### src/rtl/sram_pkg.sv
`default_nettype none

package sram_pkg;

  // Word and byte lane geometry
  localparam int unsigned DATA_W    = 32;
  localparam int unsigned LANE_W    = 8;
  localparam int unsigned NUM_LANES = DATA_W / LANE_W;

  // Write data, read data and response words
  typedef logic [DATA_W-1:0] data_t;

  // Byte strobe, one bit per lane
  typedef logic [NUM_LANES-1:0] strb_t;

endpackage

`default_nettype wire

### src/rtl/sram_resp_fifo.sv
`timescale 1ns/1ps
`default_nettype none

module sram_resp_fifo
  import sram_pkg::*;
#(
  parameter int unsigned CREDITS = 4
) (
  input  wire logic  clk,
  input  wire logic  rst_n_i,
  // Write side from the SRAM read port
  input  wire logic  push_i,
  input  wire data_t push_data_i,
  // Response side
  input  wire logic  resp_ready_i,
  output logic       resp_valid_o,
  output data_t      resp_data_o,
  // One pulse per entry popped
  output logic       credit_o
);

  localparam int unsigned PTR_W = (CREDITS > 1) ? $clog2(CREDITS) : 1;
  localparam int unsigned CNT_W = $clog2(CREDITS + 1);
  localparam logic [PTR_W-1:0] PTR_LAST = PTR_W'(CREDITS - 1);
  localparam logic [CNT_W-1:0] CNT_FULL = CNT_W'(CREDITS);

  data_t            buf_mem [CREDITS];
  logic [PTR_W-1:0] wr_ptr_q;
  logic [PTR_W-1:0] rd_ptr_q;
  logic [CNT_W-1:0] count_q;
  logic             full;
  logic             wr_en;
  logic             pop;

  assign full  = (count_q == CNT_FULL);
  assign wr_en = push_i && !full; // Credit rule keeps this from dropping
  assign pop   = resp_valid_o && resp_ready_i;

  // Show-ahead output
  assign resp_valid_o = (count_q != '0);
  assign resp_data_o  = buf_mem[rd_ptr_q];

  always_ff @(posedge clk) begin
    if (wr_en) begin
      buf_mem[wr_ptr_q] <= push_data_i;
    end
  end

  // Pointers wrap at CREDITS even when it is not a power of two
  always_ff @(posedge clk or negedge rst_n_i) begin
    if (!rst_n_i) begin
      wr_ptr_q <= '0;
      rd_ptr_q <= '0;
    end else begin
      if (wr_en) begin
        wr_ptr_q <= (wr_ptr_q == PTR_LAST) ? '0 : wr_ptr_q + PTR_W'(1);
      end
      if (pop) begin
        rd_ptr_q <= (rd_ptr_q == PTR_LAST) ? '0 : rd_ptr_q + PTR_W'(1);
      end
    end
  end

  always_ff @(posedge clk or negedge rst_n_i) begin
    if (!rst_n_i) begin
      count_q <= '0;
    end else begin
      case ({wr_en, pop})
        2'b10:   count_q <= count_q + CNT_W'(1);
        2'b01:   count_q <= count_q - CNT_W'(1);
        default: count_q <= count_q; // Idle or push and pop together
      endcase
    end
  end

  // Credit pulse in the cycle after a pop
  always_ff @(posedge clk or negedge rst_n_i) begin
    if (!rst_n_i) begin
      credit_o <= 1'b0;
    end else begin
      credit_o <= pop;
    end
  end

endmodule

`default_nettype wire

### config.mk
export PLATFORM = sky130hd
export DESIGN_NAME = sram_resp_fifo
export DESIGN_NICKNAME = d
export VERILOG_FILES = /design/src/rtl/sram_pkg.sv /design/src/rtl/sram_resp_fifo.sv
export SDC_FILE = /design/constraint.sdc
export NUM_CORES = 1
export LEC_CHECK = 0
export BUFFER_PORTS_ARGS = -buffer_cell sky130_fd_sc_hd__buf_2
export CORE_ASPECT_RATIO = 2
export CORE_MARGIN = 2
export CORE_UTILIZATION = 26
export CTS_CLUSTER_SIZE = 40
export DETAILED_ROUTE_END_ITERATION = 8
export GPL_ROUTABILITY_DRIVEN = 0
export SLEW_MARGIN = 20
export SYNTH_ARGS = -nofsm -noshare
export SYNTH_HDL_FRONTEND = slang
export SYNTH_SLANG_ARGS = --single-unit
### constraint.sdc
create_clock -name clk -period 2 [get_ports clk]
set_input_delay 0 -clock clk [delete_from_list [all_inputs] [get_ports clk]]
set_output_delay 0 -clock clk [all_outputs]
set_load 0.03 [all_outputs]
== Yosys cells after proc, flatten, opt, wreduce, memory -nomap -nowiden ==
Memory sizes are Yosys's and may differ from the RTL's.
Cells that the tools add are included.
Widths: inputs -> output; s select.

* Flip-flop bits (word level): 8
* Word-level logic and storage cells: 24
* ROM bits: 0
* Latch bits: 0
* Input bits: 36
* Memory bits (writable): 128
* Output and inout bits: 34
* Memories: 1

{| class="wikitable"
|+ Memory list
! memory !! depth !! width !! rd ports !! clocked after Yosys merged registers in !! write ports !! RTL line !! RTL
|-
| buf_mem || 4 || 32 || 1 || 0 || 1 || sram_resp_fifo.sv:27 || <nowiki>data_t buf_mem [CREDITS];</nowiki>
|}

* Shift operators: 0
* Order comparisons: 0
* Mux-type cells: 5
* Reduce and logical (&&, ||, !) cells: 5
* Eq/ne operators: 5
* Bitwise operators: 0
* Multiply operators: 0
* $add $sub $neg: 4
* Div/mod/pow operators: 0

{| class="wikitable"
|+ Operators with widths
! kind !! count
|-
| $eq 2x2->1 const B || 3
|-
| $pmux 3 s2 || 1
|-
| $add 2x1->2 const B || 2
|-
| $mux 2 || 2
|-
| $add 3x1->3 const B || 1
|-
| $eq 3x3->1 const B || 1
|-
| $reduce_bool 3->1 || 1
|-
| $sub 3x1->3 const B || 1
|-
| $eq 2x1->1 const B || 1
|-
| $logic_and 1x1->1 || 2
|-
| $mux 1 || 2
|-
| $reduce_bool 2->1 || 1
|-
| $logic_not 1->1 || 1
|}

== Longest topological paths before layout ==
* Depth after elaboration: 5
* Gate-level depth with buffers: 9
* Gate-level depth less buffers: 9

== Worst setup path after synthesis ==
No wires, ideal clock.

* Path kind: register -> register
* Start point: reg count_q[1]
* End point: mem buf_mem[3][0] (netlist bit), enable pin
* Setup time: 0.392 ns
* Buffers on the path: 0
* Arrival time: 1.537 ns
* Period minus slack after synthesis: 1.929 ns
* Path slack: 0.071 ns
* Stages on the path, launching flop included: 4
* Path through: dfrtp_1 > inv_1 > a31oi_2 > and2_1

* Longest elaborated chain between the ends: 5

{| class="wikitable"
|+ Ends and longest elaborated chain
! element !! RTL line !! RTL
|-
| from (decl) || sram_resp_fifo.sv:30 || <nowiki>logic [CNT_W-1:0] count_q;</nowiki>
|-
| from (signal assigned) || sram_resp_fifo.sv:69 || <nowiki>2'b10: count_q <= count_q + CNT_W'(1);</nowiki>
|-
| from (signal assigned) || sram_resp_fifo.sv:70 || <nowiki>2'b01: count_q <= count_q - CNT_W'(1);</nowiki>
|-
| from (signal assigned) || sram_resp_fifo.sv:71 || <nowiki>default: count_q <= count_q;</nowiki>
|-
| $eq 3x3->1 || sram_resp_fifo.sv:35 || <nowiki>assign full = (count_q == CNT_FULL);</nowiki>
|-
| $logic_not 1->1 || sram_resp_fifo.sv:36 || <nowiki>assign wr_en = push_i && !full;</nowiki>
|-
| $logic_and 1x1->1 || sram_resp_fifo.sv:36 ||
|-
| $mux 1 || sram_resp_fifo.sv:44 || <nowiki>if (wr_en) begin</nowiki>
|-
| $mux 1 (implied by the code) || sram_resp_fifo.sv:45 || <nowiki>buf_mem[wr_ptr_q] <= push_data_i;</nowiki>
|-
| to (decl) || sram_resp_fifo.sv:27 ||
|}

Every way passes these cells.

== Final worst setup path ==
* Start point: reg count_q[0]
* End point: reg count_q[1]

{| class="wikitable"
|+ RTL lines
! element !! RTL line !! RTL
|-
| $reduce_bool 3->1 (*) || sram_resp_fifo.sv:40 || <nowiki>assign resp_valid_o = (count_q != '0);</nowiki>
|-
| $logic_and 1x1->1 (*) || sram_resp_fifo.sv:37 || <nowiki>assign pop = resp_valid_o && resp_ready_i;</nowiki>
|-
| via pop || sram_resp_fifo.sv:33 || <nowiki>logic pop;</nowiki>
|-
| $eq 2x1->1 or $eq 2x2->1 (tied branches) || sram_resp_fifo.sv:68 || <nowiki>case ({wr_en, pop})</nowiki>
|-
| $pmux 3 s2 or $reduce_bool 2->1 (tied branches) || -- ||
|}

Mark *: on every way through the listed nets, which the timed path passes. The rest lies on a longest branch.
A chain may end at the register's enable or synchronous reset.

==> Implementation_results.wiki <==
{| class="wikitable"
! Metric !! Value
|-
| Wire length of the first global-routing pass || 15200 um
|-
| TritonCTS clock tree || built
|-
| Cell depth of the worst min-delay path || 6
|-
| Row Count || 72
|-
| Final Instance Area || 6850 um2
|-
| Power per cell area || 1560 nW/um2
|-
| Avg Inst Size Synth || 24.6 um2
|-
| RSZ-0062 raised after global routing || false
|-
| Placed Cells || 538
|-
| Worst path arrival time || 2250 ps
|-
| Most used flip-flop cell after synthesis || sky130_fd_sc_hd__edfxtp_1
|-
| I/O pin total || 70
|-
| Post-Synthesis Net Count || 252
|-
| CTS sink cnt || 136
|-
| Actual transition at the worst max-transition pin || 425 ps
|-
| Library cell with the highest instance count after synthesis || sky130_fd_sc_hd__edfxtp_1
|-
| Fraction of layout cells with a size suffix above 1 || 43.3%
|-
| CTS HTree Levels || 4
|-
| Clock buffer depth || 2
|-
| Peak fanout along the critical path || 3
|-
| Clock root cell || sky130_fd_sc_hd__clkbuf_16
|-
| Vert. Die Dim || 203 um
|-
| Die area || 21000 um2
|-
| Layout net count || 380
|-
| Kind of start point of the critical path || flop
|-
| FF-to-FF path depth || 7
|-
| Cell count after synthesis || 209
|-
| Post-layout minimum cycle time || 1920 ps
|-
| Static leakage || 2.42 nW
|-
| Run status || completed
|-
| Number of failing hold endpoints at the final stage || 0
|-
| Delay contributed by the slowest stage of the critical path || 410 ps
|-
| Setup TNS || 0 ps
|-
| Count of unresolved DRC violations after routing || 0
|-
| Routed wire per std cell || 16.2 um
|-
| Detail Route Antenna Nets || 0
|-
| Maximum achievable frequency || 520 MHz
|-
| Max_slew headroom || 71.7%
|-
| Slack of the worst reg-to-reg path || 80 ps
|-
| WHS Endpoint || count_q[0]
|-
| Clock transition time at the flip-flop clock pins of the worst setup and hold paths || 60 ps
|-
| Fin Clk Skew || 5.99 ps
|-
| Endpoint of the most critical register-to-register path || count_q[1]
|-
| Cell chain of the critical path || or3_4 > nand2_4 > inv_1 > ha_1 > inv_2 > fa_1 > mux2i_1
|-
| Startpoint of the most critical hold path || push_i
|-
| Origin of the critical flop-to-flop path || count_q[0]
|-
| Util after Layout || 35.4%
|-
| Initial antenna violation count || 0
|-
| Leading post-synthesis cells by instance count || sky130_fd_sc_hd__edfxtp_1, sky130_fd_sc_hd__mux4_2, sky130_fd_sc_hd__dfrtp_1, sky130_fd_sc_hd__inv_1, sky130_fd_sc_hd__ha_1
|-
| Standard cell with the maximum stage delay on the critical path || sky130_fd_sc_hd__or3_4
|-
| Drt first-iter violations || 82
|-
| Share of synthesized area occupied by flip-flops and latches || 78.6%
|-
| Post-synth top area share || 74.7%
|-
| Ys async rst share || 5.88%
|-
| Worst-case vdd ir drop || 0.000728 V
|-
| # Max-Cap Violations || 0
|-
| Antenna fix cells || 0
|-
| Count of warnings emitted by yosys || 0
|-
| Max-slew violation total from the final report || 0
|-
| Vias per cell || 4.05
|-
| Layout Cells excl Fill || 608
|-
| Flip-flop and latch count after synthesis || 136
|-
| Maximum number of pins on one net before global-route repair || 33
|-
| Placed instance area || 5880 um2
|-
| Share of the clock period used by the worst path after layout || 96.1%
|-
| Clock network latency to the later pin of the worst-skew pair || 410 ps
|-
| Total number of vias || 2461
|-
| Endpoint kind of the worst setup timing path || flop
|-
| Endpoint required time on the critical path || 2320 ps
|-
| TritonRoute pass-1 iters || 5
|-
| Final setup vio count || 0
|-
| Post-synth EDFFs || 128
|-
| Die width || 103 um
|-
| Placeable Area || 19400 um2
|-
| Total detailed-routing wirelength || 9860 um
|-
| Placed wire-length estimate || 6100 um
|-
| Distinct cells, synth || 20
|-
| Number of global-route vias before repair || 2785
|-
| Class of the worst hold path || in2reg
|-
| Cell type with the highest aggregate area in the netlist || sky130_fd_sc_hd__edfxtp_1
|-
| Mapped Area || 5140 um2
|-
| Effective utilization at floorplan || 26.6%
|-
| Number of buffers created by CTS || 17
|-
| Leading cell types by total area after synthesis || sky130_fd_sc_hd__edfxtp_1, sky130_fd_sc_hd__mux4_2, sky130_fd_sc_hd__dfrtp_1
|-
| Critical path class || reg2reg
|-
| Gr usage total || 10.3%
|-
| Grt ovf || 0
|-
| Synthesis-to-finish area growth || 33.3%
|-
| Port Buffer Count || 69
|}
[how the worst max path moves through the flow]
stage / from / end / depth (start not counted)
after floorplan: count_q[1] / buf_mem[3][0] / 3
after global placement: count_q[0] / count_q[2] / 9
after detailed placement: count_q[0] / count_q[1] / 7
after CTS: count_q[0] / count_q[1] / 7
after global routing: count_q[2] / count_q[2] / 9
final: count_q[0] / count_q[1] / 7
[stage by stage]
step / setup WS [ps] / power (mW) / hold WS, ps
finish: 77.3 / 10.7 / 182
global route: 7.33 / 11.2 / 175
CTS: 50.8 / 10.9 / 141
detailed placement: 69.5 / 7.66 / -145
global placement: 164 / 7.55 / -152
floorplan: 70.9 / 6.57 / -296
[logic make-up after synthesis]
logic type	after synthesis	synth area share [%]
flip-flops	136	78.6
multiplexers	37	15.4
buffers and inverters	16	2.34
AND/OR/NAND/NOR	9	1.05
adder cells (fa/ha/maj)	7	1.85
XOR/XNOR	3	0.511
AO/OA/AOI/OAI	1	0.243
[area by class of cell]
type	instances	area, um2
repair buffers	117	881
flip-flops and latches	136	4050
multi-input cells	57	988
inverters	8	30.0
clock buffers	18	429
well taps	259	324
clock inverters	13	155
fillers	1800	12500
[power breakdown]
| part | leakage [nW] | internal, mW | switching [mW] |
|---|---|---|---|
| clock | 0.277 | 1.94 | 1.12 |
| combinational | 0.880 | 1.49 | 2.11 |
| sequential | 1.26 | 3.78 | 0.246 |
| total | 2.42 | 7.20 | 3.47 |
[flip-flops by register name, summed over array words and instances (netlist names)]
name	count
buf_mem	128
count_q	3
rd_ptr_q	2
wr_ptr_q	2
credit_o	1
[critical path: cells and delay by family, from the launching register on]
family | cells | cell delay, ps
adder cells (fa/ha/maj) | 2 | 610
AND/OR/NAND/NOR | 2 | 500
flip-flops | 1 | 400
multiplexers | 1 | 190
buffers and inverters | 2 | 130
[layer usage]
| layer | share of wire, % | vias to the layer above | GRT usage [%] | routed length, um |
|---|---|---|---|---|
| met2 | 57 | 48 | 18.7 | 5640 |
| met1 | 37 | 1277 | 9.91 | 3610 |
| met5 | 0 | - | 0 | 0 |
| met3 | 3.7 | 11 | 3.37 | 363 |
| li1 | - | 1125 | - | - |
| met4 | 2.4 | 0 | 5.64 | 240 |
[cell usage in the layout, fill, tap and decap left out, types with 2 or more instances in the layout]
| cell | instances |
|---|---|
| sky130_fd_sc_hd__edfxtp_1 | 128 |
| sky130_fd_sc_hd__buf_2 | 69 |
| sky130_fd_sc_hd__dlygate4sd3_1 | 35 |
| sky130_fd_sc_hd__mux4_2 | 28 |
| sky130_fd_sc_hd__clkbuf_16 | 17 |
| sky130_fd_sc_hd__buf_12 | 7 |
| sky130_fd_sc_hd__inv_1 | 6 |
| sky130_fd_sc_hd__ha_1 | 6 |
| sky130_fd_sc_hd__dfrtp_1 | 6 |
| sky130_fd_sc_hd__buf_4 | 6 |
| sky130_fd_sc_hd__mux4_1 | 4 |
| sky130_fd_sc_hd__and2_2 | 4 |
| sky130_fd_sc_hd__mux2_2 | 4 |
| sky130_fd_sc_hd__clkinv_1 | 4 |
| sky130_fd_sc_hd__nor2_1 | 3 |
| sky130_fd_sc_hd__bufinv_16 | 3 |
| sky130_fd_sc_hd__clkinv_4 | 3 |
| sky130_fd_sc_hd__inv_2 | 2 |
| sky130_fd_sc_hd__xor2_1 | 2 |
| sky130_fd_sc_hd__clkinvlp_4 | 2 |
| sky130_fd_sc_hd__dfrtp_2 | 2 |
[timing repair]
item | in CTS | in global routing
buffers inserted | 3 | 1
hold buffers | 35 | 0
resized for setup | 0 | 3
endpoints found under the setup margin | 3 | 2
hold endpoints to repair | 139 | 0
pin swaps | 0 | 1
Power figures use the tool's default switching activity.
