$ cat config.mk
export PLATFORM = sky130hd
export DESIGN_NAME = sram_access_ctrl
export DESIGN_NICKNAME = d
export VERILOG_FILES = /design/src/rtl/sram_pkg.sv /design/src/rtl/sram_access_ctrl.sv
export SDC_FILE = /design/constraint.sdc
export NUM_CORES = 1
export LEC_CHECK = 0
export BUFFER_PORTS_ARGS = -buffer_cell sky130_fd_sc_hd__buf_2
export CAP_MARGIN = 10
export CORE_MARGIN = 4
export CORE_UTILIZATION = 32
export CTS_CLUSTER_SIZE = 40
export DETAILED_ROUTE_END_ITERATION = 12
export GPL_ROUTABILITY_DRIVEN = 0
export PLACE_DENSITY_LB_ADDON = 0.08
export SYNTH_ARGS = -nofsm -noshare
export SYNTH_HDL_FRONTEND = slang
export SYNTH_SLANG_ARGS = --single-unit
$ cat constraint.sdc
create_clock -name clk -period 3.3 [get_ports clk]
set_input_delay 0.33 -clock clk [delete_from_list [all_inputs] [get_ports clk]]
set_output_delay 0.33 -clock clk [all_outputs]
set_load 0.02 [all_outputs]
$ cat src/rtl/sram_pkg.sv
`default_nettype none

package sram_pkg;

  // Word and byte lane geometry
  localparam int unsigned DATA_W    = 32;
  localparam int unsigned LANE_W    = 8;
  localparam int unsigned NUM_LANES = DATA_W / LANE_W;

  // Write data, read data and response words
  typedef logic [DATA_W-1:0] data_t;

  // Byte strobe, one bit per lane
  typedef logic [NUM_LANES-1:0] strb_t;

endpackage

`default_nettype wire

$ cat src/rtl/sram_access_ctrl.sv
`timescale 1ns/1ps
`default_nettype none

module sram_access_ctrl
  import sram_pkg::*;
#(
  parameter int unsigned DATA_DEPTH = 256,
  parameter int unsigned CREDITS    = 4
) (
  input  wire logic                          clk,
  input  wire logic                          rst_n_i,
  // Request side
  input  wire logic                          req_valid_i,
  input  wire logic                          req_write_i,
  input  wire logic [$clog2(DATA_DEPTH)-1:0] req_addr_i,
  input  wire strb_t                         req_strb_i,
  input  wire data_t                         req_wdata_i,
  // Credit returned by the response buffer
  input  wire logic                          pop_credit_i,
  // SRAM port
  output logic                               sram_en_o,
  output strb_t                              sram_we_o,
  output logic [$clog2(DATA_DEPTH)-1:0]      sram_addr_o,
  output data_t                              sram_wdata_o,
  // To response buffer
  output logic                               push_o,
  output logic                               credit_err_o
);

  localparam int unsigned CNT_W = $clog2(CREDITS + 1);
  localparam logic [CNT_W-1:0] CNT_MAX = CNT_W'(CREDITS);

  logic [CNT_W-1:0] credit_cnt_q;
  logic [CNT_W-1:0] credit_cnt_d;
  logic             no_credit;
  logic             violation;

  // SRAM driven straight from the request
  assign sram_en_o    = req_valid_i;
  assign sram_we_o    = req_write_i ? req_strb_i : '0; // Zero lanes on reads
  assign sram_addr_o  = req_addr_i;
  assign sram_wdata_o = req_wdata_i;

  assign no_credit = (credit_cnt_q == '0);
  assign violation = req_valid_i && no_credit;

  // Mirror of the requester's credits saturates both ways
  always_comb begin
    credit_cnt_d = credit_cnt_q;
    if (req_valid_i && !no_credit) begin
      credit_cnt_d = credit_cnt_d - CNT_W'(1);
    end
    if (pop_credit_i && (credit_cnt_d != CNT_MAX)) begin
      credit_cnt_d = credit_cnt_d + CNT_W'(1);
    end
  end

  always_ff @(posedge clk or negedge rst_n_i) begin
    if (!rst_n_i) begin
      credit_cnt_q <= CNT_MAX; // Full credit after reset
    end else begin
      credit_cnt_q <= credit_cnt_d;
    end
  end

  // Push lines up with read data one cycle after the SRAM edge
  always_ff @(posedge clk or negedge rst_n_i) begin
    if (!rst_n_i) begin
      push_o <= 1'b0;
    end else begin
      push_o <= sram_en_o;
    end
  end

  // Sticky until reset
  always_ff @(posedge clk or negedge rst_n_i) begin
    if (!rst_n_i) begin
      credit_err_o <= 1'b0;
    end else if (violation) begin
      credit_err_o <= 1'b1;
    end
  end

endmodule

`default_nettype wire

# --- Yosys cells after proc, flatten, opt, wreduce, memory -nomap -nowiden ---
# Cells that the tools add are included.
totals:
  register_bits: 5
  inputBits: 49
  word_cells: 14
classes:
  n_reduce_logical: 5
  n_eq_ne: 1
  mux: 3
  addsub: 2
ops:
  columns: ["operator", "n"]
  rows:
  - ["$mux W3", 2]
  - ["$mux W4", 1]
  - ["$add A3 B1 Y3 const B", 1]
  - ["$logic_and A1 B1 Y1", 3]
  - ["$logic_not A3 Y1", 1]
  - ["$ne A3 B3 Y1 const B", 1]
  - ["$sub A3 B1 Y3 const B", 1]
  - ["$logic_not A1 Y1", 1]

# --- Logic depth before layout (Yosys ltp) ---
# Gate-level depths: netlist of run 1.
logic_depth:
  depth_word: 7
  mapped_depth: 11
  depth_no_buf: 10

# --- Worst setup path before layout of run 1 ---
# Ideal clock, no wire load.
synth_path:
  kind: "register to register"
  start: "register credit_cnt_q[0]"
  end: "register credit_cnt_q[2]"
  path_buffers: 1
  arrival_ns: 1.983
  path_slack_ns: 1.238
  synth_period_minus_slack_ns: 2.062
  required_ns: 3.221
  setup_time_ns: 0.079
  path_stages_with_launch: 12
  cell_sequence: "dfrtp_1 > inv_1 > ha_1 > ha_1 > nand2b_4 > buf_6 > mux2_4 > ha_1 > nand4b_1 > nand2_1 > o211ai_1 > o211a_1"
synth_between:
  elab_chain_len: 7
synth_lines:
  columns: ["item", "line_no", "rtl"]
  rows:
  - ["start, declared", "sram_access_ctrl.sv:33", "logic [CNT_W-1:0] credit_cnt_q;"]
  - ["start signal, assigned", "sram_access_ctrl.sv:62", "credit_cnt_q <= credit_cnt_d;"]
  - ["parallel branches: the longest is 3 deep, another holds $sub A3 B1 Y3", null, null]
  - ["$mux W3 *", "sram_access_ctrl.sv:50", "if (req_valid_i && !no_credit) begin"]
  - ["parallel branches: the longest is 2 deep, another holds $add A3 B1 Y3", null, null]
  - ["$mux W3 *", "sram_access_ctrl.sv:53", "if (pop_credit_i && (credit_cnt_d != CNT_MAX)) begin"]
  - ["via credit_cnt_d[2]", "sram_access_ctrl.sv:34", "logic [CNT_W-1:0] credit_cnt_d;"]
# Mark *: on every way through the listed nets, which the timed path passes.
# A chain may end at the register's enable or synchronous reset.

# --- Final worst setup path of run 1 ---
# Ends and elaborated chain as after synthesis.

==> results.cfg, run 1 <==
[routing]
drt_wl_total_um = 891
drtPass1Iterations = 2
route.detailed.drc = 0
avgRoutedWirePerCell_um = 11.28
route.antenna.remaining_nets = 0
detailedRoute.firstIterationViolations = 1
route.vias.total = 336
routed_via_density = 4.253

[layout]
multi_input_area_um2 = 206.4
area_growth_syn_to_layout_pct = -26.08
nNetsFinal = 105
post_route_cells_drive_above_1_share = 0.4615
insertedDiodeCount = 0
post-route-util = 0.2513
layout.area.seq_um2 = 126.4
fillers = 237

[worst_hold_path]
min_delay_endpoint = push_o
hold_class = in2reg
min_path_cells = 1
holdCritStartpoint = req_valid_i

[synthesis]
async_reset_ff_frac = 1.000
synth.cell_area_um2 = 666.9
synthesis.area_per_instance_um2 = 9.012
synthesis.yosys.warnings = 0
synth_top_cell_by_area = sky130_fd_sc_hd__buf_4
netlist.area_leader.share = 0.4615
synth_nets = 126
most_common_cell_in_the_netlist = sky130_fd_sc_hd__buf_4
synth_area_leaders = sky130_fd_sc_hd__buf_4, sky130_fd_sc_hd__dfrtp_1, sky130_fd_sc_hd__ha_1
postSynthCellCount = 74
commonest_cells_in_the_netlist = sky130_fd_sc_hd__buf_4, sky130_fd_sc_hd__and2_1, sky130_fd_sc_hd__dfrtp_1, sky130_fd_sc_hd__inv_1, sky130_fd_sc_hd__ha_1
synth-edff-count = 0
ys.flop_type = sky130_fd_sc_hd__dfrtp_1
ys_seq_elements = 5
netlist-cell-type-count = 21
synth.yosys.seq_area_share = 0.1895

[setup_path]
critical_path.max_fanout = 7
r2r-start = credit_cnt_q[0]
critical_path.slowest_cell = sky130_fd_sc_hd__dfrtp_1
worst_path_largest_cell_delay_ns = 0.36
path_cells = inv_1 > ha_1 > ha_1 > nand2b_4 > mux2_4 > ha_1 > nor4b_1 > o21ai_0 > o211a_1
arrival_ns = 2.29
r2r-end = credit_cnt_q[2]
path_class = reg2reg
critical_path_endpoint_category = flop
timing.reg2reg.setup_slack_ns = 1.18
r2r_cells = 9
worst_ep_required_ns = 3.46
critical_path.startpoint_type = flop
critPathMostFrequentCell = sky130_fd_sc_hd__ha_1

[floorplanning]
dieWidth_um = 53.65
die_area_um2 = 2878
initial_utilization = 0.3399
pin_count = 96
core_area_um2 = 1962
num_rows = 16
floorplan.die.height_um = 53.65

[global_routing]
first_global_vias = 319
grt_usage = 0.06801
groute.layer.met3.usage = 0.06648
grt_first_pass_wirelength_um = 1290
grt_start_max_net_pins = 8
global_route.usage.met1 = 0.05824
grt-ovfl-total = 0
grt_util_met2 = 0.09592
grt_antenna_before_repair = 0
globalRoute.busiestLayer = met2

[timing]
period_needed_ns = 2.124
actual_slew_at_the_worst_max_slew_pin_ns = 0.2574
timing.final.crit_share = 0.6438
grt_setup_unrepaired = no
max_clock_freq_ghz = 0.4707
finalClockSkew_ns = 0.0004818
hold_viol_final = 0
max_slew_margin = 0.8235
tns_ns = 0
final_max_slew_viol_count = 0
final_setup_violating_endpoints = 0

[clock_tree]
clock_tree.root_cell = sky130_fd_sc_hd__clkbuf_4
postCtsHoldBufs = 1
clk_path_buf_depth = 2
clock_insertion_delay_worst_skew_ns = 0.24
cts_made_buffers = 3
tritoncts = built
cts_sinks = 5
htree_num_levels = 1
cts.clk_slew.worst_paths_ns = 0.04
cts_resized = 0
cts_setup_buffers = 0

[power_and_ir_drop]
peakVddDrop_mv = 0.3434
cellLeakagePower_nw = 0.2482
power_density_nw_per_um2 = 833.7

[outcome]
outcome = complete, no violations

[placed_design]
port_buffers = 15

[run]
drv.max_cap_violation_count = 0
## area by class of cell
type,count,area share
sequential,5,0.2563
multi-input combinational,23,0.4188
tap,27,0.06853
inverter,4,0.03046
clock buffer,4,0.05330
timing repair buffer,16,0.1726
## critical path: cells and delay by family, from the launching register on
kind	cells	cell delay, ns
AND/OR/NAND/NOR	2	0.42
AO/OA/AOI/OAI	2	0.23
buffers and inverters	1	0.08
flip-flops	1	0.36
adder cells (fa/ha/maj)	3	0.64
multiplexers	1	0.33
## placed cells by master, fill, tap and decap left out, types with 2 or more instances in the layout
cell type | Yosys | final
sky130_fd_sc_hd__buf_2 | 0 | 15
sky130_fd_sc_hd__inv_1 | 4 | 4
sky130_fd_sc_hd__and2_1 | 4 | 4
sky130_fd_sc_hd__dfrtp_1 | 4 | 4
sky130_fd_sc_hd__ha_1 | 3 | 3
sky130_fd_sc_hd__clkbuf_4 | 0 | 3
sky130_fd_sc_hd__xnor2_1 | 2 | 2
sky130_fd_sc_hd__mux2i_1 | 2 | 2
## state kept, by name (all words and copies together) (netlist names)
name and cells:
push_o 1, credit_cnt_q 3, credit_err_o 1
## layer usage
layer  wire [µm]  vias to the layer above  share of wire
li1            -                      151              -
met1         317                      159           0.36
met2         455                       22           0.51
met3         107                        4           0.12
met4          10                        0          0.011
met5           0                        -              0
## how the worst max path moves through the flow
stage                     depth (start not counted)             from  slack [ns]               to
after floorplan                                  11  credit_cnt_q[0]        1.24  credit_cnt_q[2]
after global placement                            8  credit_cnt_q[2]        1.19  credit_cnt_q[2]
after detailed placement                          9  credit_cnt_q[0]        1.18  credit_cnt_q[2]
after CTS                                        10  credit_cnt_q[0]        1.17  credit_cnt_q[2]
after global routing                              9  credit_cnt_q[0]        0.98  credit_cnt_q[2]
final                                             9  credit_cnt_q[0]        1.18  credit_cnt_q[2]
## where the power goes
group          switching (W)  internal (W)
logic               0.000123      0.000116
registers          0.0000149     0.0000891
clock network      0.0000225     0.0000455
## per-stage QoR
stage               hold slack [ns]  cells  instance area (µm²)  total power [W]  setup WS (ns)
floorplan                   0.03441     74                666.9        0.0003704          1.238
global placement             0.1499     74                456.7        0.0003481          1.189
detailed placement           0.1491     74                456.7        0.0003436          1.180
CTS                          0.2662     79                493.0        0.0004188          1.169
global route                 0.2536     79                493.0        0.0004611         0.9792
finish                       0.2701     79                493.0        0.0004110          1.176
## cell families (layout without fill, tap and decap cells)
family	Yosys count	count (layout)	synth area share
buffers and inverters	46	24	0.5009
AO/OA/AOI/OAI	6	6	0.07129
AND/OR/NAND/NOR	9	9	0.1032
flip-flops	5	5	0.1895
multiplexers	3	3	0.05253
XOR/XNOR	2	2	0.02627
adder cells (fa/ha/maj)	3	3	0.05629
Note: power is estimated with default switching activity, not from simulation.
==> run 2, diff against run 1 <==
CORE_UTILIZATION = 30   (was 32)
clock period = 2.2 ns   (was 3.3 ns; I/O delays follow)
==> run 2 against run 1 <==
  * Sequential share of layout area shrank 1.2 points
  * Die area grew 5.7%
  * Global-route usage hardly changed
  * Fmax is 3.3% higher
  * Critical endpoint unchanged
  * Largest power group unchanged
  * Highest routed layer unchanged
==> results.cfg, run 2 (synthesis gave the netlist of run 1 again) <==
[power_and_ir_drop]
peakVddDrop_mv = 0.5672
p_seq_frac = 0.226
cellInternalPower_w = 0.0004136
p_switching_w = 0.0002645
cellLeakagePower_nw = 0.2576
power_frac_comb = 0.616
clkPwrFrac = 0.157
p_sw_frac = 0.3901
power_density_nw_per_um2 = 1312

[timing]
tns_ns = 0
timing.final.crit_share = 0.9348
period_needed_ns = 2.056
actual_slew_at_the_worst_max_slew_pin_ns = 0.2795
max_clock_freq_ghz = 0.4863
grt_setup_unrepaired = no
final_setup_violating_endpoints = 0
hold_viol_final = 0
final_max_slew_viol_count = 0
finalClockSkew_ns = 0.006117
max_slew_margin = 0.8083

[floorplanning]
floorplan.die.height_um = 55.15
core_area_um2 = 2042
num_rows = 16
dieWidth_um = 55.15
pin_count = 96
initial_utilization = 0.3266
die_area_um2 = 3042

[setup_path]
path_class = reg2reg
worst_ep_required_ns = 2.37
critical_path.startpoint_type = flop
critical_path_endpoint_category = flop
arrival_ns = 2.23
critical_path.max_fanout = 3

[global_routing]
grt-ovfl-total = 0
grt_antenna_before_repair = 0
first_global_vias = 330
groute.layer.met3.usage = 0.06434
grt_start_max_net_pins = 6
global_route.usage.met1 = 0.05636
grt_usage = 0.06789
grt_first_pass_wirelength_um = 1386
globalRoute.busiestLayer = met2
grt_util_met2 = 0.1083

[routing]
avgRoutedWirePerCell_um = 12.74
routed_via_density = 4.296
route.detailed.drc = 0
route.vias.total = 348
detailedRoute.firstIterationViolations = 1
drt_wl_total_um = 1032
drtPass1Iterations = 2
route.antenna.remaining_nets = 0

[placed_design]
area_after_detailed_placement_um2 = 471.7
port_buffers = 15

[layout]
most_frequent_cells_in_the_layout = sky130_fd_sc_hd__buf_2, sky130_fd_sc_hd__inv_1, sky130_fd_sc_hd__and2_1, sky130_fd_sc_hd__dfrtp_1, sky130_fd_sc_hd__clkbuf_4
layout_commonest_cell = sky130_fd_sc_hd__buf_2
area_growth_syn_to_layout_pct = -22.51
postLayoutCellArea_um2 = 516.7
fillers = 233
largest_register_ffs = 3
post_route_cells_drive_above_1_share = 0.5185
largest_registers = credit_cnt_q: 3 flops, credit_err_o: 1 flops, push_o: 1 flops
post-route-util = 0.2531
regMostFlops = credit_cnt_q
insertedDiodeCount = 0
nNetsFinal = 107

[clock_tree]
clock_insertion_delay_worst_skew_ns = 0.24
clk_path_buf_depth = 2
cts_sinks = 5
cts.clk_slew.worst_paths_ns = 0.05
clock_tree.root_cell = sky130_fd_sc_hd__clkbuf_4
tritoncts = built
cts_made_buffers = 3
htree_num_levels = 1
cts_setup_buffers = 0

[outcome]
outcome = complete, no violations

[run]
drv.max_cap_violation_count = 0

[worst_hold_path]
hold_class = in2reg
## run 2: cell types whose count changed in the layout (fill, tap and decap cells not counted), sizes merged
cell,delta
buf,+2
## run 2: power by group through the flow
stage	sequential [W]	clock, W	combinational, W
final	0.000153	0.000107	0.000418
after CTS	0.000153	0.000110	0.000391
after detailed placement	0.000154	0	0.000387
after global routing	0.000159	0.000118	0.000475
after floorplan	0.000154	0	0.000401
after global placement	0.000157	0	0.000408
## run 2: cell type report
type                    instances  area, µm²  area share
inverters                       4      15.01     0.02906
clock buffers                   4      26.28     0.05085
multi-input cells              23      215.2      0.4165
flip-flops and latches          5      126.4      0.2446
repair buffers                 18      100.1      0.1937
well taps                      27      33.78     0.06538
## run 2: metal layers
metal	vias up	part of all wire
li1	156	-
met2	30	0.45
met1	154	0.31
met3	8	0.19
met5	-	0
met4	0	0.046
## run 2: stage by stage
| stage | hold WS (ns) | power, W | setup slack [ns] | cells |
|---|---|---|---|---|
| global placement | 0.04595 | 0.0005656 | 0.1215 | 76 |
| detailed placement | 0.04669 | 0.0005412 | 0.1168 | 76 |
| CTS | 0.1665 | 0.0006539 | 0.1079 | 81 |
| floorplan | -0.07559 | 0.0005555 | 0.1383 | 74 |
| finish | 0.1685 | 0.0006781 | 0.1435 | 81 |
| global route | 0.1637 | 0.0007519 | 0.02629 | 81 |
## run 2: final timing paths
kind | from | end | slack (ns) | depth (start not counted)
max | credit_cnt_q[0] | credit_cnt_q[2] | 0.14 | 10
min | req_valid_i | push_o | 0.17 | 1
max reg2reg | credit_cnt_q[0] | credit_cnt_q[2] | 0.14 | 10
min reg2reg | credit_err_o | credit_err_o | 0.46 | 1
max in group asynchronous | rst_n_i | credit_cnt_q[2] | 1.67 | 2
min in group asynchronous | rst_n_i | credit_cnt_q[0] | 0.32 | 2
## run 2: worst max-delay path, stage by stage (launching register included)
cell	delay, ns
sky130_fd_sc_hd__dfrtp_1	0.36
sky130_fd_sc_hd__inv_1	0.08
sky130_fd_sc_hd__ha_1	0.20
sky130_fd_sc_hd__ha_1	0.19
sky130_fd_sc_hd__nand2b_4	0.16
sky130_fd_sc_hd__mux2_4	0.31
sky130_fd_sc_hd__ha_2	0.21
sky130_fd_sc_hd__nand4b_1	0.17
sky130_fd_sc_hd__nand2_1	0.08
sky130_fd_sc_hd__o211ai_1	0.08
sky130_fd_sc_hd__o211a_1	0.13
## run 2: repair_timing
item | in CTS | in global routing
endpoints found under the hold margin | 5 | 0
gates resized for setup | 0 | 2
setup endpoints to repair | 0 | 1
hold buffers | 1 | 0
